File: src/source/capture_pkg.sv
// shared widths, history depth, beat structs and reader states; import in every capture module
package capture_pkg;

  //////////////////////////////////////////////////
  // widths and sizes
  //////////////////////////////////////////////////

  // one sample
  localparam int DATA_W = 16;
  // history slots
  localparam int DEPTH  = 16;
  // slot index / read offset
  localparam int ADDR_W = 4;
  // frame length in samples
  localparam int LEN_W  = 8;
  // sum of DEPTH samples cannot overflow this
  localparam int SUM_W  = DATA_W + ADDR_W;

  //////////////////////////////////////////////////
  // vector types
  //////////////////////////////////////////////////

  typedef logic [DATA_W-1:0] sample_t;
  typedef logic [ADDR_W-1:0] addr_t;
  typedef logic [LEN_W-1:0]  len_t;
  typedef logic [SUM_W-1:0]  sum_t;

  //////////////////////////////////////////////////
  // beats
  //////////////////////////////////////////////////

  // framer to history memory, last = frame end
  typedef struct packed {
    logic    valid;
    logic    last;
    sample_t data;
  } stream_beat_t;

  // reader to outside, last = final slot of snapshot
  typedef struct packed {
    logic    valid;
    logic    last;
    sample_t data;
  } readout_t;

  // snapshot reader FSM
  typedef enum logic [1:0] {
    IDLE,
    READ,
    DRAIN
  } reader_state_e;

endpackage

File: src/source/capture_top.sv
// top level of the capture path: framer into history memory, snapshot reader on the read side
`timescale 1ns/1ps

module capture_top (
  input  logic                  clk,
  input  logic                  rst_n,
  input  logic                  sample_valid,
  input  capture_pkg::sample_t  sample_data,
  input  capture_pkg::len_t     frame_len,
  input  logic                  trigger,
  output capture_pkg::readout_t readout,
  output capture_pkg::sum_t     snap_sum,
  output logic                  busy
);

  import capture_pkg::*;

  //////////////////////////////////////////////////
  // internal links
  //////////////////////////////////////////////////

  // framer to memory
  stream_beat_t beat;

  // reader to memory and back
  addr_t   rd_offset;
  sample_t rd_data;

  //////////////////////////////////////////////////
  // producer
  //////////////////////////////////////////////////

  // one beat per strobe, one cycle later
  sample_framer u_framer (
    .clk          (clk),
    .rst_n        (rst_n),
    .sample_valid (sample_valid),
    .sample_data  (sample_data),
    .frame_len    (frame_len),
    .beat         (beat)
  );

  //////////////////////////////////////////////////
  // buffer
  //////////////////////////////////////////////////

  // no write/read coherence, samples must pause during a readout
  history_ram u_history (
    .clk       (clk),
    .rst_n     (rst_n),
    .beat      (beat),
    .rd_offset (rd_offset),
    .rd_data   (rd_data)
  );

  //////////////////////////////////////////////////
  // consumer
  //////////////////////////////////////////////////

  // trigger to first readout 2 cycles, to last DEPTH+1
  snapshot_reader u_reader (
    .clk       (clk),
    .rst_n     (rst_n),
    .trigger   (trigger),
    .rd_offset (rd_offset),
    .rd_data   (rd_data),
    .readout   (readout),
    .snap_sum  (snap_sum),
    .busy      (busy)
  );

endmodule

File: src/source/history_ram.sv
// circular history memory: stores every beat, reads by offset from the oldest slot, clears on frame end
`timescale 1ns/1ps

module history_ram (
  input  logic                      clk,
  input  logic                      rst_n,
  input  capture_pkg::stream_beat_t beat,
  input  capture_pkg::addr_t        rd_offset,
  output capture_pkg::sample_t      rd_data
);

  import capture_pkg::*;

  //////////////////////////////////////////////////
  // storage
  //////////////////////////////////////////////////

  // plain register array, no reset
  sample_t mem [DEPTH];

  // one flag per slot, set on write
  logic [DEPTH-1:0] slot_valid;

  // next slot to write, also the oldest slot once full
  addr_t wr_ptr;
  addr_t wr_ptr_inc;

  // read slot = (wr_ptr + offset) mod DEPTH
  logic [ADDR_W:0] slot_sum;
  addr_t           rd_slot;

  // registered read data
  sample_t rd_q;

  //////////////////////////////////////////////////
  // write pointer and flags
  //////////////////////////////////////////////////

  // wrap from DEPTH-1 back to 0
  assign wr_ptr_inc = (wr_ptr == addr_t'(DEPTH - 1)) ? '0 : wr_ptr + addr_t'(1);

  always_ff @(posedge clk or negedge rst_n) begin
    if (!rst_n) begin
      wr_ptr     <= '0;
      slot_valid <= '0;
    end else if (beat.valid) begin
      if (beat.last) begin
        // frame end empties the history
        // the frame-end sample is written below but never flagged
        wr_ptr     <= '0;
        slot_valid <= '0;
      end else begin
        wr_ptr             <= wr_ptr_inc;
        slot_valid[wr_ptr] <= 1'b1;
      end
    end
  end

  // data write on every valid beat
  always_ff @(posedge clk) begin
    if (beat.valid) begin
      mem[wr_ptr] <= beat.data;
    end
  end

  //////////////////////////////////////////////////
  // offset read
  //////////////////////////////////////////////////

  // widen by one bit so the sum cannot wrap early
  assign slot_sum = {1'b0, wr_ptr} + {1'b0, rd_offset};

  always_comb begin
    if (slot_sum >= (ADDR_W + 1)'(DEPTH)) begin
      rd_slot = addr_t'(slot_sum - (ADDR_W + 1)'(DEPTH));
    end else begin
      rd_slot = addr_t'(slot_sum);
    end
  end

  // one cycle latency
  // nonblocking update means old contents are read
  // when a write hits the same slot in the same cycle
  always_ff @(posedge clk) begin
    if (slot_valid[rd_slot]) begin
      rd_q <= mem[rd_slot];
    end else begin
      // empty slot reads as zero
      rd_q <= '0;
    end
  end

  assign rd_data = rd_q;

endmodule

File: src/source/sample_framer.sv
// sample producer: registers raw sample strobes into beats and flags each frame end by count
`timescale 1ns/1ps

module sample_framer (
  input  logic                      clk,
  input  logic                      rst_n,
  input  logic                      sample_valid,
  input  capture_pkg::sample_t      sample_data,
  input  capture_pkg::len_t         frame_len,
  output capture_pkg::stream_beat_t beat
);

  import capture_pkg::*;

  //////////////////////////////////////////////////
  // frame position tracking
  //////////////////////////////////////////////////

  // samples already taken in the current frame
  len_t frame_cnt;
  // frame length latched at the first sample
  len_t len_q;
  // length that applies to the current sample
  len_t len_eff;
  logic frame_start;
  logic frame_end;

  // output beat fields
  logic    beat_valid;
  logic    beat_last;
  sample_t beat_data;

  // zero count means next sample opens a frame
  assign frame_start = (frame_cnt == '0);

  always_comb begin
    if (frame_start) begin
      // length 0 behaves as 1
      len_eff = (frame_len == '0) ? len_t'(1) : frame_len;
    end else begin
      len_eff = len_q;
    end
  end

  // count stays below len_eff, so +1 never overflows
  assign frame_end = ((frame_cnt + len_t'(1)) == len_eff);

  always_ff @(posedge clk or negedge rst_n) begin
    if (!rst_n) begin
      frame_cnt <= '0;
      len_q     <= '0;
    end else if (sample_valid) begin
      if (frame_end) begin
        // restart, next sample latches a new length
        frame_cnt <= '0;
      end else begin
        frame_cnt <= frame_cnt + len_t'(1);
      end
      if (frame_start) begin
        len_q <= len_eff;
      end
    end
  end

  //////////////////////////////////////////////////
  // beat register
  //////////////////////////////////////////////////

  // strobe to beat in one cycle
  always_ff @(posedge clk or negedge rst_n) begin
    if (!rst_n) begin
      beat_valid <= 1'b0;
      beat_last  <= 1'b0;
    end else begin
      beat_valid <= sample_valid;
      beat_last  <= sample_valid & frame_end;
    end
  end

  // payload, no reset
  always_ff @(posedge clk) begin
    if (sample_valid) begin
      beat_data <= sample_data;
    end
  end

  assign beat = '{valid: beat_valid, last: beat_last, data: beat_data};

endmodule

File: src/source/snapshot_reader.sv
// snapshot consumer that reads the whole history oldest first on trigger and reports its sum
`timescale 1ns/1ps

module snapshot_reader (
  input  logic                  clk,
  input  logic                  rst_n,
  input  logic                  trigger,
  output capture_pkg::addr_t    rd_offset,
  input  capture_pkg::sample_t  rd_data,
  output capture_pkg::readout_t readout,
  output capture_pkg::sum_t     snap_sum,
  output logic                  busy
);

  import capture_pkg::*;

  //////////////////////////////////////////////////
  // state
  //////////////////////////////////////////////////

  reader_state_e state;
  reader_state_e state_next;

  // offset presented to the memory
  addr_t offset_q;
  logic  last_offset;

  // read phase delayed by one marks memory data valid
  logic rd_phase_q;
  // final readout beat of the snapshot
  logic last_beat;

  // running sum and published sum
  sum_t acc_q;
  sum_t sum_q;
  sum_t sum_next;

  assign last_offset = (offset_q == addr_t'(DEPTH - 1));

  //////////////////////////////////////////////////
  // FSM
  //////////////////////////////////////////////////

  always_comb begin
    state_next = state;
    case (state)
      // trigger only accepted here
      IDLE: begin
        if (trigger) begin
          state_next = READ;
        end
      end
      // one offset per cycle
      READ: begin
        if (last_offset) begin
          state_next = DRAIN;
        end
      end
      // last data still in flight
      DRAIN: begin
        state_next = IDLE;
      end
      default: begin
        state_next = IDLE;
      end
    endcase
  end

  always_ff @(posedge clk or negedge rst_n) begin
    if (!rst_n) begin
      state      <= IDLE;
      offset_q   <= '0;
      rd_phase_q <= 1'b0;
    end else begin
      state      <= state_next;
      rd_phase_q <= (state == READ);
      if (state == READ) begin
        // back to 0 after the newest slot
        offset_q <= last_offset ? '0 : offset_q + addr_t'(1);
      end
    end
  end

  //////////////////////////////////////////////////
  // sum
  //////////////////////////////////////////////////

  assign sum_next = acc_q + sum_t'(rd_data);

  always_ff @(posedge clk or negedge rst_n) begin
    if (!rst_n) begin
      acc_q <= '0;
      sum_q <= '0;
    end else begin
      if (state == IDLE && trigger) begin
        // fresh snapshot
        acc_q <= '0;
      end else if (rd_phase_q) begin
        acc_q <= sum_next;
      end
      if (last_beat) begin
        sum_q <= sum_next;
      end
    end
  end

  //////////////////////////////////////////////////
  // outputs
  //////////////////////////////////////////////////

  // data of offset DEPTH-1 lands while in DRAIN
  assign last_beat = (state == DRAIN);

  assign rd_offset = offset_q;
  assign readout   = '{valid: rd_phase_q, last: last_beat, data: rd_data};

  // new sum visible together with the last beat
  assign snap_sum = last_beat ? sum_next : sum_q;

  // t+1 through t+DEPTH+1
  assign busy = (state != IDLE);

endmodule

File: config.mk
export PLATFORM = sky130hd
export DESIGN_NAME = capture_top
export DESIGN_NICKNAME = d
export VERILOG_FILES = /design/src/source/capture_pkg.sv /design/src/source/capture_top.sv /design/src/source/history_ram.sv /design/src/source/sample_framer.sv /design/src/source/snapshot_reader.sv
export SDC_FILE = /design/constraint.sdc
export NUM_CORES = 1
export LEC_CHECK = 0
export BUFFER_PORTS_ARGS = -buffer_cell sky130_fd_sc_hd__buf_2
export CORE_MARGIN = 8
export CORE_UTILIZATION = 55
export CTS_CLUSTER_DIAMETER = 40
export CTS_CLUSTER_SIZE = 28
export DETAILED_ROUTE_END_ITERATION = 10
export PLACE_DENSITY_LB_ADDON = 0.15
export SLEW_MARGIN = 20
export SYNTH_ARGS = -nofsm -noshare
export SYNTH_HDL_FRONTEND = slang
export SYNTH_SLANG_ARGS = --single-unit
File: constraint.sdc
create_clock -name clk -period 3.1 [get_ports clk]
set_input_delay 0.775 -clock clk [delete_from_list [all_inputs] [get_ports clk]]
set_output_delay 0.775 -clock clk [all_outputs]
set_load 0.05 [all_outputs]
# ---- After elaboration in Yosys (flattened, before gate mapping)
# Memories as Yosys holds them, arrays and structs flattened. A register that Yosys moved wholly into a read port is not among the register bits.
# Index checks and enable logic that the tools add are counted.
dict set report classes {
  addsub 6
  magnitude_cmp 4
  eq_ne 7
  mux 20
  n_bitwise 2
  n_reduce_logical 10
}
# cell count
set op_table {}
lappend op_table {{$mux 20} 3}
lappend op_table {{$mux 8} 3}
lappend op_table {{$add 20x16->20} 1}
lappend op_table {{$logic_not 8->1} 2}
lappend op_table {{$mux 16} 1}
lappend op_table {{$mux 4} 4}
lappend op_table {{$or 16x16->16} 1}
lappend op_table {{$lt 4x5->1 const B} 2}
lappend op_table {{$add 4x1->4 const B} 2}
lappend op_table {{$add 8x1->8 const B} 1}
lappend op_table {{$eq 4x4->1 const B} 2}
lappend op_table {{$eq 8x8->1} 1}
lappend op_table {{$add 4x4->5} 1}
lappend op_table {{$ge 5x5->1 const B} 1}
lappend op_table {{$bmux 1 s4} 1}
lappend op_table {{$demux 1 s4} 1}
lappend op_table {{$ge 4x1->1 const B} 1}
lappend op_table {{$mux 1} 4}
lappend op_table {{$mux 2} 2}
lappend op_table {{$pmux 2 s2} 1}
lappend op_table {{$reduce_and 2->1} 2}
lappend op_table {{$reduce_bool 2->1} 2}
lappend op_table {{$sub 4x1->4 const B} 1}
lappend op_table {{$eq 2x1->1 const B} 1}
lappend op_table {{other kinds (7)} 8}
dict set report word_totals {
  reg_bits 101
  mem_bits_rw 256
  in_bits 28
  out_inout_bits 39
  n_memories 1
}
# name depth word_bits rd rd_ports_with_merged_regs write_ports line_no
set mem_list {}
lappend mem_list {u_history.mem 16 16 1 1 1 history_ram.sv:19} ;# sample_t mem [DEPTH];

# ---- Depth between registers and ports, before layout
# Gate-level depths: netlist (run 1).
dict set report logic_depth {
  word_depth 6
  depth_mapped 10
  mapped_depth_nobuf 10
}

# ---- Modules after synthesis
# A second synthesis (run 1) with hierarchy kept.
dict set report unflattened {
  cells_unflattened 965
  hier_area_um2 15889.0
}
# module instances cells_each area_each_um2 seq_area_each_um2
set by_module_without_submodules {}
lappend by_module_without_submodules {history_ram 1 509 11218.3 8508.2}
lappend by_module_without_submodules {snapshot_reader 1 343 3123.0 1176.1}
lappend by_module_without_submodules {sample_framer 1 113 1547.7 930.9}

# ---- Least setup slack after synthesis (run 1)
# Ideal clock, no wire load.
dict set report synth_path {
  path_type {register -> output}
  startpoint {register u_history.rd_q[0], in the netlist u_history.rd_data[0], read port of u_history.mem}
  endpoint {output port snap_sum[18]}
  arrival_time_ns 3.644
  t_required_ns 2.325
  path_slack_ns -1.319
  path_stages_with_launch 11
  cell_sequence {dfxtp_1 > ha_1 > inv_1 > fa_1 > nor2b_1 > o21a_1 > o21ai_0 > a211oi_1 > o21bai_1 > nor4b_1 > a211oi_1}
}
dict set report synth_between {
  elab_chain_cells 2
}
# item line_no
set synth_rtl {}
lappend synth_rtl {{from (decl)} history_ram.sv:33} ;# sample_t rd_q;
lappend synth_rtl {{$add 20x16->20} snapshot_reader.sv:88} ;# assign sum_next = acc_q + sum_t'(rd_data);
lappend synth_rtl {{$mux 20} snapshot_reader.sv:118} ;# assign snap_sum = last_beat ? sum_next : sum_q;
lappend synth_rtl {{to (decl)} capture_top.sv:12} ;# output capture_pkg::sum_t snap_sum,
# No other way between the ends.

# ---- Final worst setup path (run 1)
dict set report layout_path {
  startpoint {register u_reader.acc_q[1]}
  endpoint {output port snap_sum[15]}
}
dict set report layout_between {
  elab_chain_cells 2
}
# item line_no
set layout_rtl {}
lappend layout_rtl {{from (decl)} snapshot_reader.sv:34} ;# sum_t acc_q;
lappend layout_rtl {{from (signal assigned)} snapshot_reader.sv:99} ;# acc_q <= sum_next;
lappend layout_rtl {{$add 20x16->20} snapshot_reader.sv:88}
lappend layout_rtl {{$mux 20} snapshot_reader.sv:118}
# No other way between the ends.

==> results.md, run 1 <==
- Final setup skew: between 0.02 and 0.025 ns
- Slew Limit Fails: 0
- Post-placement cell area: roughly 0.017 sq mm
- Clock tree buffer depth: 3
- Non-Filler Instances: ~1500
- Global-route wire length before repair: 53200 um
- Largest area contributor in the netlist: edfxtp_1
- Max Clk Rate: about 0.26 GHz
- Worst hold path class: in2async
- Port-buffer cells: 66
- Post-synth EDFFs: between 200 and 300
- Vias: approximately 8900
- Most common cell in the synthesized netlist: edfxtp_1
- Clk pin slew, worst setup/hold paths: 0.07 ns
- Post-Syn Instances: roughly 950
- Synth top area share: 0.527
- CTS tree: done
- Post-synth top cells: edfxtp_1, dfrtp_1, mux4_2
- IO Count: 67
- Worst setup SP type: register
- Post-Syn Area: 0.0155 sq mm
- Final TNS setup: -8.28 ns
- ANT cells: 0
- Root buf cell: clkbuf_16
- Register-to-register setup slack: 0.09 ns
- Vias per cell: just under 6
- Die area: approximately 0.034 sq mm
- Syn nets: 1010
- Area Overhead vs Synth: 23.7%
- Syn_area_per_cell: 16.3 sq um
- Violated checks: setup timing
- Max cap viols: 0
- Placement Rows: slightly above 60
- Largest net degree at the start of global routing: 48
- Drt drc: 0
- Sink Count: around 370
- Crit share post-route: 1.22
- Crit path time final: ~3.8 ns
- Synth top area cells: edfxtp_1, dfrtp_1, mux4_2, ha_1, dfxtp_1
- GRT Total Usage: 0.206
- Outcome: complete, but fails checks
- First-pass DRT Iterations: 4
- Post-Place Cells: about 1400
- Post-synth cell types: 55
- Reg2Reg Depth: 9
- Antenna violations before repair: 0
- Yosys Warn Count: 0
- Antenna Nets Post-Route: 0
- Final hold vios: 0
- PnR worst setup slack: -0.678 ns
- Worst Path Class, Setup: reg2out
- Gpl congestion: about 0.84
- Worst Tran Pin Value: ~0.65 ns
- Top_reg_cell synth: edfxtp_1
- Fillcell total: 1828
- Finish-stage setup viols: 16
- Multi-input combinational cell area: approximately 0.0052 sq mm
- WL per Instance: 22.3 um
- Seq. cell area: around 0.011 sq mm
- RSZ-0062 raised after global routing: true
- Nets: roughly 1200
- Ys async rst share: 0.228
- Starting density of the core: 0.558
- R2R Path Start: u_reader.rd_offset[0]
- H-tree depth: 2
- Dpl hpwl: 21000 um
- Insertion delay of the later-clocked pin in the worst-skew pair: about 0.55 ns
- Iteration-0 DRC count of the detailed router: 635
- Vias in the first global route: 9382
- CP Max Fanout: 2
- Worst EP arrival: roughly 3.0 ns
- Post-synthesis sequential area ratio: 0.685
- Grt total ovfl: 0
- TritonCTS buffer count: 42
- Req. time, crit path: 2.32 ns
- Slew HR: 0.564
- Design Area, Final: about 0.019 sq mm
- Yosys reg bits: about 370
- Height of the die: around 180 um
- Reg2reg end: u_history.rd_data[2]
- Core area: roughly 0.028 sq mm
- Die W: ~180 um
- Routed WL: around 34000 um
- Crit. End Element: output port
- Layout cells sized above 1: 0.363
==> metrics by stage <==
| stage | utilization | setup WS (ns) | hold slack, ns |
|---|---|---|---|
| floorplan | - | -0.118 | 0.449 |
| global placement | 0.614 | -0.193 | 0.446 |
| detailed placement | 0.614 | -0.247 | 0.452 |
| CTS | 0.683 | -0.688 | 0.272 |
| global route | 0.690 | -0.806 | 0.304 |
| finish | 0.690 | -0.678 | 0.258 |
==> worst max-delay path by stage <==
stage / endpoint / startpoint / slack [ns]
6_report: snap_sum[15] / u_reader.acc_q[1] / -0.68
3_5_place_dp: snap_sum[15] / u_reader.acc_q[1] / -0.25
5_1_grt: snap_sum[15] / u_reader.acc_q[1] / -0.81
4_1_cts: snap_sum[15] / u_reader.acc_q[1] / -0.69
3_3_place_gp: snap_sum[15] / u_reader.acc_q[1] / -0.19
2_1_floorplan: snap_sum[14] / u_history.rd_data[0] / -0.12
==> flip-flops by register name, summed over array words and instances, names as in the netlist <==
name / cells
u_framer.beat_valid: 1
u_history.slot_valid: 16
u_reader.state: 2
u_history.mem: 256
u_framer.beat_last: 1
u_framer.len_q: 8
u_reader.rd_phase_q: 1
u_reader.sum_q: 20
u_history.wr_ptr: 4
u_framer.beat_data: 16
u_framer.frame_cnt: 8
u_reader.acc_q: 20
u_history.rd_data: 16
u_reader.rd_offset: 4
==> kinds of logic after synthesis <==
kind of cell | count (synthesis) | share of synthesized area
adder cells (fa/ha/maj) | 28 | 0.0236
flip-flops | 373 | 0.685
multiplexers | 111 | 0.127
XOR/XNOR | 34 | 0.0192
AO/OA/AOI/OAI | 159 | 0.0680
buffers and inverters | 73 | 0.0192
AND/OR/NAND/NOR | 176 | 0.0581
==> worst max-delay path, cell delays in order, from the launching register on <==
cell       delay (ns)
dfrtp_1          0.39
ha_1             0.27
a21o_1           0.19
a2111oi_4        0.30
buf_4            0.19
nor4_4           0.05
o41ai_2          0.36
o21ai_1          0.16
xnor2_2          0.19
o21ai_4          0.17
buf_6            0.17
==> metal layers <==
metal	part of all wire	routed length [um]	up-vias	GRT usage
met5	0	0	-	0
met3	0.049	1680	55	0.0314
li1	-	-	4042	-
met2	0.51	17500	237	0.352
met4	0.026	891	0	0.0658
met1	0.41	14200	4575	0.270
==> what timing repair did <==
item / CTS / global route
hold buffers: 0 / 0
endpoints found under the hold margin: 0 / 0
pin swaps: 39 / 37
endpoints found under the setup margin: 21 / 20
gates resized for setup: 79 / 23
cloned: 0 / 0
buffers inserted: 22 / 18
==> area by class of cell <==
cell class	count	share of cell area
Sequential cell	373	0.554
Multi-Input combinational cell	508	0.270
Timing Repair Buffer	176	0.0729
Clock buffer	46	0.0561
Tap cell	378	0.0247
Clock inverter	32	0.0172
Inverter	27	0.00528
==> cell usage in the layout (no fill, tap or decap), drive strengths merged, types with 3 or more instances in the layout <==
cell type	Yosys	layout
edfxtp	272	272
buf	20	176
dfrtp	85	85
mux4	68	68
nand2	59	59
clkbuf	26	46
inv	27	42
a211oi	39	39
o21ai	39	39
nor2	34	34
mux2i	32	32
ha	26	26
xnor2	23	23
o21a	22	22
a21oi	21	21
nor2b	20	20
dfxtp	16	16
clkinv	0	16
nand3	14	14
mux2	11	11
xor2	11	11
nor3	10	10
and2	9	9
a21o	7	7
and3	7	7
nand3b	6	6
o22ai	5	5
o31ai	5	5
o21bai	4	4
nor4	4	4
a31oi	3	3
nand2b	3	3
Power of run 1 is not shown: default switching activity piles up to over one toggle a cycle in this logic, so the estimate is an artifact.
==> run 2, diff against run 1 <==
Settings changed: ABC_AREA set to 1, CORE_UTILIZATION 55 to 56.
==> results.md, run 2 <==
- Outcome: complete, but fails checks
- Violated checks: setup timing
- Most common cell after layout, fill and taps aside: nor2_1
- Top flop regs: u_history.mem x256, u_reader.acc_q x20, u_reader.sum_q x20
- Max cap viols: 0 (unchanged)
- Crit path max-delay family: simple AND/OR/NAND/NOR gates
- Yosys Warn Count: 0 (unchanged)
- Starting density of the core: 0.568 (+0.0102)
- Req. time, crit path: 2.32 ns (about the same)
- Nets: 1773 (+50%)
- IO Count: 67 (unchanged)
- Post-synth EDFFs: 272 (unchanged)
- Slew HR: 0.514 (-0.0496)
- Design Area, Final: 0.0194 sq mm (+1.2%)
- Largest family of logic cells by synthesized area: simple AND/OR/NAND/NOR gates
- Die W: 187 um (+1.5%)
- Worst setup SP type: register
- WL per Instance: 18.1 um (-19%)
- Largest net degree at the start of global routing: 89 (+85%)
- Top_reg_cell synth: edfxtp_1
- Worst EP arrival: 2.58 ns (-0.42 ns)
- Most common cell in the synthesized netlist: nor2_1
- Post-placement cell area: 0.0172 sq mm (+1.2%)
- Sink Count: 373 (unchanged)
- CP Buf/Inv Count: 2 (unchanged)
- Worst Path Class, Setup: reg2out
- Post-Syn Area: 0.0163 sq mm (+5.2%)
- Routed WL: 38700 um (+13%)
- Most frequent CP cell: nand2_2
- Setup crit start: u_reader.acc_q[0]
- Most frequent cells in the layout: nor2_1, edfxtp_1, nand2_1, o21ai_0, inv_1
- Drt drc: 0 (unchanged)
- Final setup skew: 0.0221 ns (-0.00265 ns)
- Clock tree buffer depth: 3 (unchanged)
- Insertion delay of the later-clocked pin in the worst-skew pair: 0.55 ns (about the same)
- Number of flip-flops in the largest register: 256 (unchanged)
- Syn nets: 1672 (+66%)
- Iteration-0 DRC count of the detailed router: 1098 (+73%)
- Xor/xnor share of the synthesized area: 0.00997 (-0.00923)
- Dpl hpwl: 23300 um (+11%)
- Placement Rows: 62 (+1.6%)
- Post-synthesis mux area share: 0.00130 (-0.126)
- Crit-path cells: ha_2, inv_2, fa_2, o21ai_2, nand2_1, nand2_2, nand2_2, nand2_4, nand2_2, nand2_2, nand2_2, nand3_2, nand2_2, buf_8
- Vias in the first global route: 11300 (+21%)
- H-tree depth: 2 (unchanged)
- Synth top area cells: edfxtp_1, dfrtp_1, nor2_1, o21ai_0, nand2_1
- Root buf cell: clkbuf_16
- Gpl congestion: 0.873 (+3.4%)
- R2R Path Start: u_reader.rd_offset[0]
- Synth top area share: 0.501 (-0.0260)
- Vias: 11700 (+31%)
- Grt total ovfl: 0 (unchanged)
- Port-buffer cells: 66 (unchanged)
- GRT Total Usage: 0.216 (+0.00984)
- Slew Limit Fails: 0 (unchanged)
- Slowest CP cell: fa_2
- Largest stage delay, worst path: 0.40 ns (about the same)
- Max Clk Rate: 0.298 GHz (+13%)
- Largest Register: u_history.mem
- CP Max Fanout: 3 (+1)
- Syn_area_per_cell: 10.1 sq um (-38%)
- Area Overhead vs Synth: 19.0%
- First-pass DRT Iterations: 5 (+1)
- Worst Tran Pin Value: 0.728 ns (+0.0753 ns)
- ANT cells: 0 (unchanged)
- PnR worst setup slack: -0.255 ns (+0.424 ns)
- Core area: 0.0287 sq mm (+3.3%)
- Final hold vios: 0 (unchanged)
- Layout cells sized above 1: 0.184 (-0.179)
- Clk pin slew, worst setup/hold paths: 0.06 ns (about the same)
- Post-Syn Instances: 1616 (+69%)
- Post-synth top cells: nor2_1, nand2_1, edfxtp_1
- Largest area contributor in the netlist: edfxtp_1
- Yosys reg bits: 373 (unchanged)
- Crit path time final: 3.35 ns (-0.424 ns)
- Synth Area in Simple Gates: 0.161 (+0.103)
- Post-synth cell types: 39 (-29%)
- CTS tree: done
- Ys async rst share: 0.228 (unchanged)
- Worst hold path class: in2async
- Crit share post-route: 1.08 (-0.137)
- Vias per cell: 5.47 (-5.5%)
- Height of the die: 187 um (+1.5%)
- Post-synthesis sequential area ratio: 0.651 (-0.0338)
- Antenna violations before repair: 0 (unchanged)
- Compound-Gate Fraction of Synth Area: 0.0992 (+0.0312)
- Global-route wire length before repair: 60800 um (+14%)
- TritonCTS buffer count: 45 (+7.1%)
- RSZ-0062 raised after global routing: true
- Fillcell total: 2108 (+15%)
- Die area: 0.0348 sq mm (+3.0%)
- Synth Area in Adders: 0.0224 (-0.00116)
- Antenna Nets Post-Route: 0 (unchanged)
- Finish-stage setup viols: 12 (-4)
- Crit. End Element: output port
- Dpl ws: 0.123 ns (+0.369 ns)
==> run 2: per-layer routing <==
metal,wire length [um],vias to the layer above,track usage
li1,-,5621,-
met1,16700,5598,0.292
met2,18200,383,0.349
met3,2590,78,0.0408
met4,1200,0,0.0733
met5,0,-,0
==> run 2: kinds of logic after synthesis <==
kind of cell / count (synthesis)
and+or+nand+nor: 671
DFF: 373
AOI/OAI and AO/OA: 317
buffers and inverters: 209
adders and majority gates: 28
xor gates and xnor gates: 16
muxes: 2
==> run 2: what timing repair did <==
item | 4_1_cts | 5_1_grt
pin swaps | 7 | 23
buffers inserted | 1 | 12
setup endpoints to repair | 16 | 21
hold endpoints to repair | 0 | 0
hold buffers | 0 | 0
resized for setup | 72 | 65
==> run 2: area by class of cell <==
class,instances,area [sq um],area share
timing repair buffer,122,958,0.0494
sequential,373,10600,0.547
tap,384,480,0.0247
multi-input combinational,1034,5280,0.272
inverter,141,531,0.0273
clock inverter,29,315,0.0162
clock buffer,53,1220,0.0628
==> run 2: path summary, 6_finish.rpt <==
kind                       slack [ns]                endpoint  cells past startpoint
min in group clk                 0.40  u_framer.beat_data[13]                      1
max in group asynchronous        2.29     u_history.wr_ptr[0]                      2
max reg2reg                      0.18    u_history.rd_data[3]                     13
min reg2reg                      0.48      u_reader.sum_q[18]                      2
min                              0.12       u_reader.sum_q[7]                      1
max                             -0.25            snap_sum[16]                     14
==> run 2: stage by stage <==
| stage | cells | TNS, ns | hold slack [ns] | util |
|---|---|---|---|---|
| after floorplan | 1616 | -0.184 | 0.453 | - |
| after CTS | 2124 | -0.704 | 0.122 | 0.666 |
| after global routing | 2136 | -3.38 | 0.138 | 0.676 |
| final | 2136 | -1.73 | 0.123 | 0.676 |
| after global placement | 2041 | 0 | 0.455 | 0.601 |
| after detailed placement | 2041 | 0 | 0.462 | 0.601 |
Power of run 2 is left out for the same reason.
==> run 3, diff against run 2 <==
Settings changed: ABC_CLOCK_PERIOD_IN_PS set to 3100, SKIP_LAST_GASP set to 1.
==> results.md, run 3 (same netlist as run 2, synthesis figures left out) <==
- Gpl congestion: 0.873 (unchanged)
- Global-route wire length before repair: 60800 um (about the same)
- First-pass DRT Iterations: 8 (+3)
- PnR worst setup slack: -0.197 ns (+0.0574 ns)
- Final TNS setup: -1.48 ns (+0.253 ns)
- Height of the die: 187 um (unchanged)
- IO Count: 67 (unchanged)
- Finish-stage setup viols: 13 (+1)
- Largest stage delay, worst path: 0.38 ns (-0.02 ns)
- TritonCTS buffer count: 45 (unchanged)
- Insertion delay of the later-clocked pin in the worst-skew pair: 0.55 ns (about the same)
- Layout cells sized above 1: 0.181 (-0.00316)
- Dpl hpwl: 23300 um (unchanged)
- Drt drc: 0 (unchanged)
- Slew HR: 0.528 (+0.0144)
- Slowest CP cell: dfrtp_1
- Most frequent CP cell: nand2_2
- Vias per cell: 5.45 (-0.42%)
- H-tree depth: 2 (unchanged)
- Die area: 0.0348 sq mm (unchanged)
- CP Buf/Inv Count: 2 (unchanged)
- Worst hold path class: in2async
- Max Clk Rate: 0.303 GHz (+1.7%)
- Vias: 11600 (-0.28%)
- Top flop regs: u_history.mem x256, u_reader.acc_q x20, u_reader.sum_q x20
- Iteration-0 DRC count of the detailed router: 1196 (+8.9%)
- Non-Filler Instances: 2139 (+0.14%)
- Crit-path cells: ha_4, inv_2, fa_2, o21ai_2, nand2_1, nand2_2, nand2_1, nand2_2, nand2_2, nand3_2, nand3_2, nand2_2, buf_8
- Crit. End Element: output port
- Antenna violations before repair: 0 (unchanged)
- Reg2Reg Depth: 13 (unchanged)
- Violated checks: setup timing
- Root buf cell: clkbuf_16
- Crit path time final: 3.30 ns (-0.0574 ns)
- Crit path depth: 13 (-1)
- GRT Total Usage: 0.217 (about the same)
- Placement Rows: 62 (unchanged)
- Crit path max-delay family: simple AND/OR/NAND/NOR gates
- CP Max Fanout: 3 (unchanged)
- Largest net degree at the start of global routing: 89 (unchanged)
- Nets: 1776 (+0.17%)
- ANT cells: 0 (unchanged)
- Post-CTS Hold Buffers: 0 (unchanged)
- CTS tree: done
- Grt total ovfl: 0 (unchanged)
- Final hold vios: 0 (unchanged)
- Slew Limit Fails: 0 (unchanged)
- Max cap viols: 0 (unchanged)
- Clk pin slew, worst setup/hold paths: 0.06 ns (about the same)
- Die W: 187 um (unchanged)
- Area Overhead vs Synth: 19.1% (about the same)
- Final setup skew: 0.0245 ns (+0.00240 ns)
- Outcome: complete, but fails checks
- Req. time, crit path: 2.32 ns (about the same)
- Crit share post-route: 1.06 (-0.0185)
- Worst EP arrival: 2.52 ns (-0.06 ns)
- Most frequent cells in the layout: nor2_1, edfxtp_1, nand2_1, o21ai_0, inv_1
- Most common cell after layout, fill and taps aside: nor2_1
- Worst Path Class, Setup: reg2out
- Core area: 0.0287 sq mm (unchanged)
- Antenna Nets Post-Route: 0 (unchanged)
- WL per Instance: 18.2 um (+0.81%)
- Vias in the first global route: 11400 (+0.11%)
- Port-buffer cells: 66 (unchanged)
- Largest Register: u_history.mem
- Number of flip-flops in the largest register: 256 (unchanged)
- Starting density of the core: 0.568 (unchanged)
- RSZ-0062 raised after global routing: true
- Sink Count: 373 (unchanged)
- Worst setup SP type: register
- Routed WL: 39000 um (+0.95%)
- Clock tree buffer depth: 3 (unchanged)
- Post-Place Cells: 2041 (unchanged)
- Worst Tran Pin Value: 0.707 ns (-0.0216 ns)
## run 3: per-layer routing
metal / vias up / global-route usage / wire length, um
met2: 369 / 0.349 / 18500
li1: 5628 / - / -
met4: 0 / 0.0742 / 1170
met5: - / 0 / 0
met1: 5575 / 0.292 / 17000
met3: 75 / 0.0408 / 2400
## run 3: layout make-up
| type | count | area [sq um] |
|---|---|---|
| clock buffers | 53 | 1220 |
| clock inverters | 29 | 315 |
| fillers | 2110 | 9270 |
| inverters | 141 | 531 |
| multi-input cells | 1034 | 5290 |
| flip-flops and latches | 373 | 10600 |
| well taps | 384 | 480 |
| repair buffers | 125 | 971 |
## run 3: worst reg2reg max path, stage by stage (launching register included)
cell      delay [ns]
dfrtp_1         0.45
ha_4            0.16
inv_1           0.05
fa_4            0.96
clkbuf_4        0.24
nor2_1          0.06
o21ai_0         0.06
o21ai_0         0.09
mux2_2          0.27
nand2_1         0.11
o21ai_4         0.08
buf_12          0.17
nand2_1         0.06
inv_1           0.06
## run 3: what timing repair did
item                                    4_1_cts  5_1_grt
resized for setup                            71       57
setup buffers                                 1       15
endpoints found under the setup margin       16       21
pin swaps                                     7       11
## run 3: final timing paths
path	slack, ns	end	startpoint
setup / recovery	-0.20	snap_sum[16]	u_reader.acc_q[0]
hold / removal	0.12	u_reader.sum_q[7]	rst_n
setup reg to reg	0.19	u_history.rd_data[3]	u_reader.rd_offset[0]
hold reg to reg	0.48	u_reader.sum_q[4]	u_reader.sum_q[4]
max in group asynchronous	2.30	u_history.wr_ptr[0]	rst_n
min in group clk	0.40	u_framer.beat_data[13]	sample_data[13]
## run 3: stage by stage
stage                      util  hold slack (ns)  setup slack [ns]  instance area (sq um)
after global placement    0.601            0.455             0.105                  17200
after detailed placement  0.601            0.462             0.123                  17200
after CTS                 0.666            0.122            -0.142                  19100
after global routing      0.677            0.138            -0.338                  19400
after floorplan               -            0.453            -0.184                  16300
final                     0.677            0.120            -0.197                  19400
Power of run 3 is left out for the same reason.
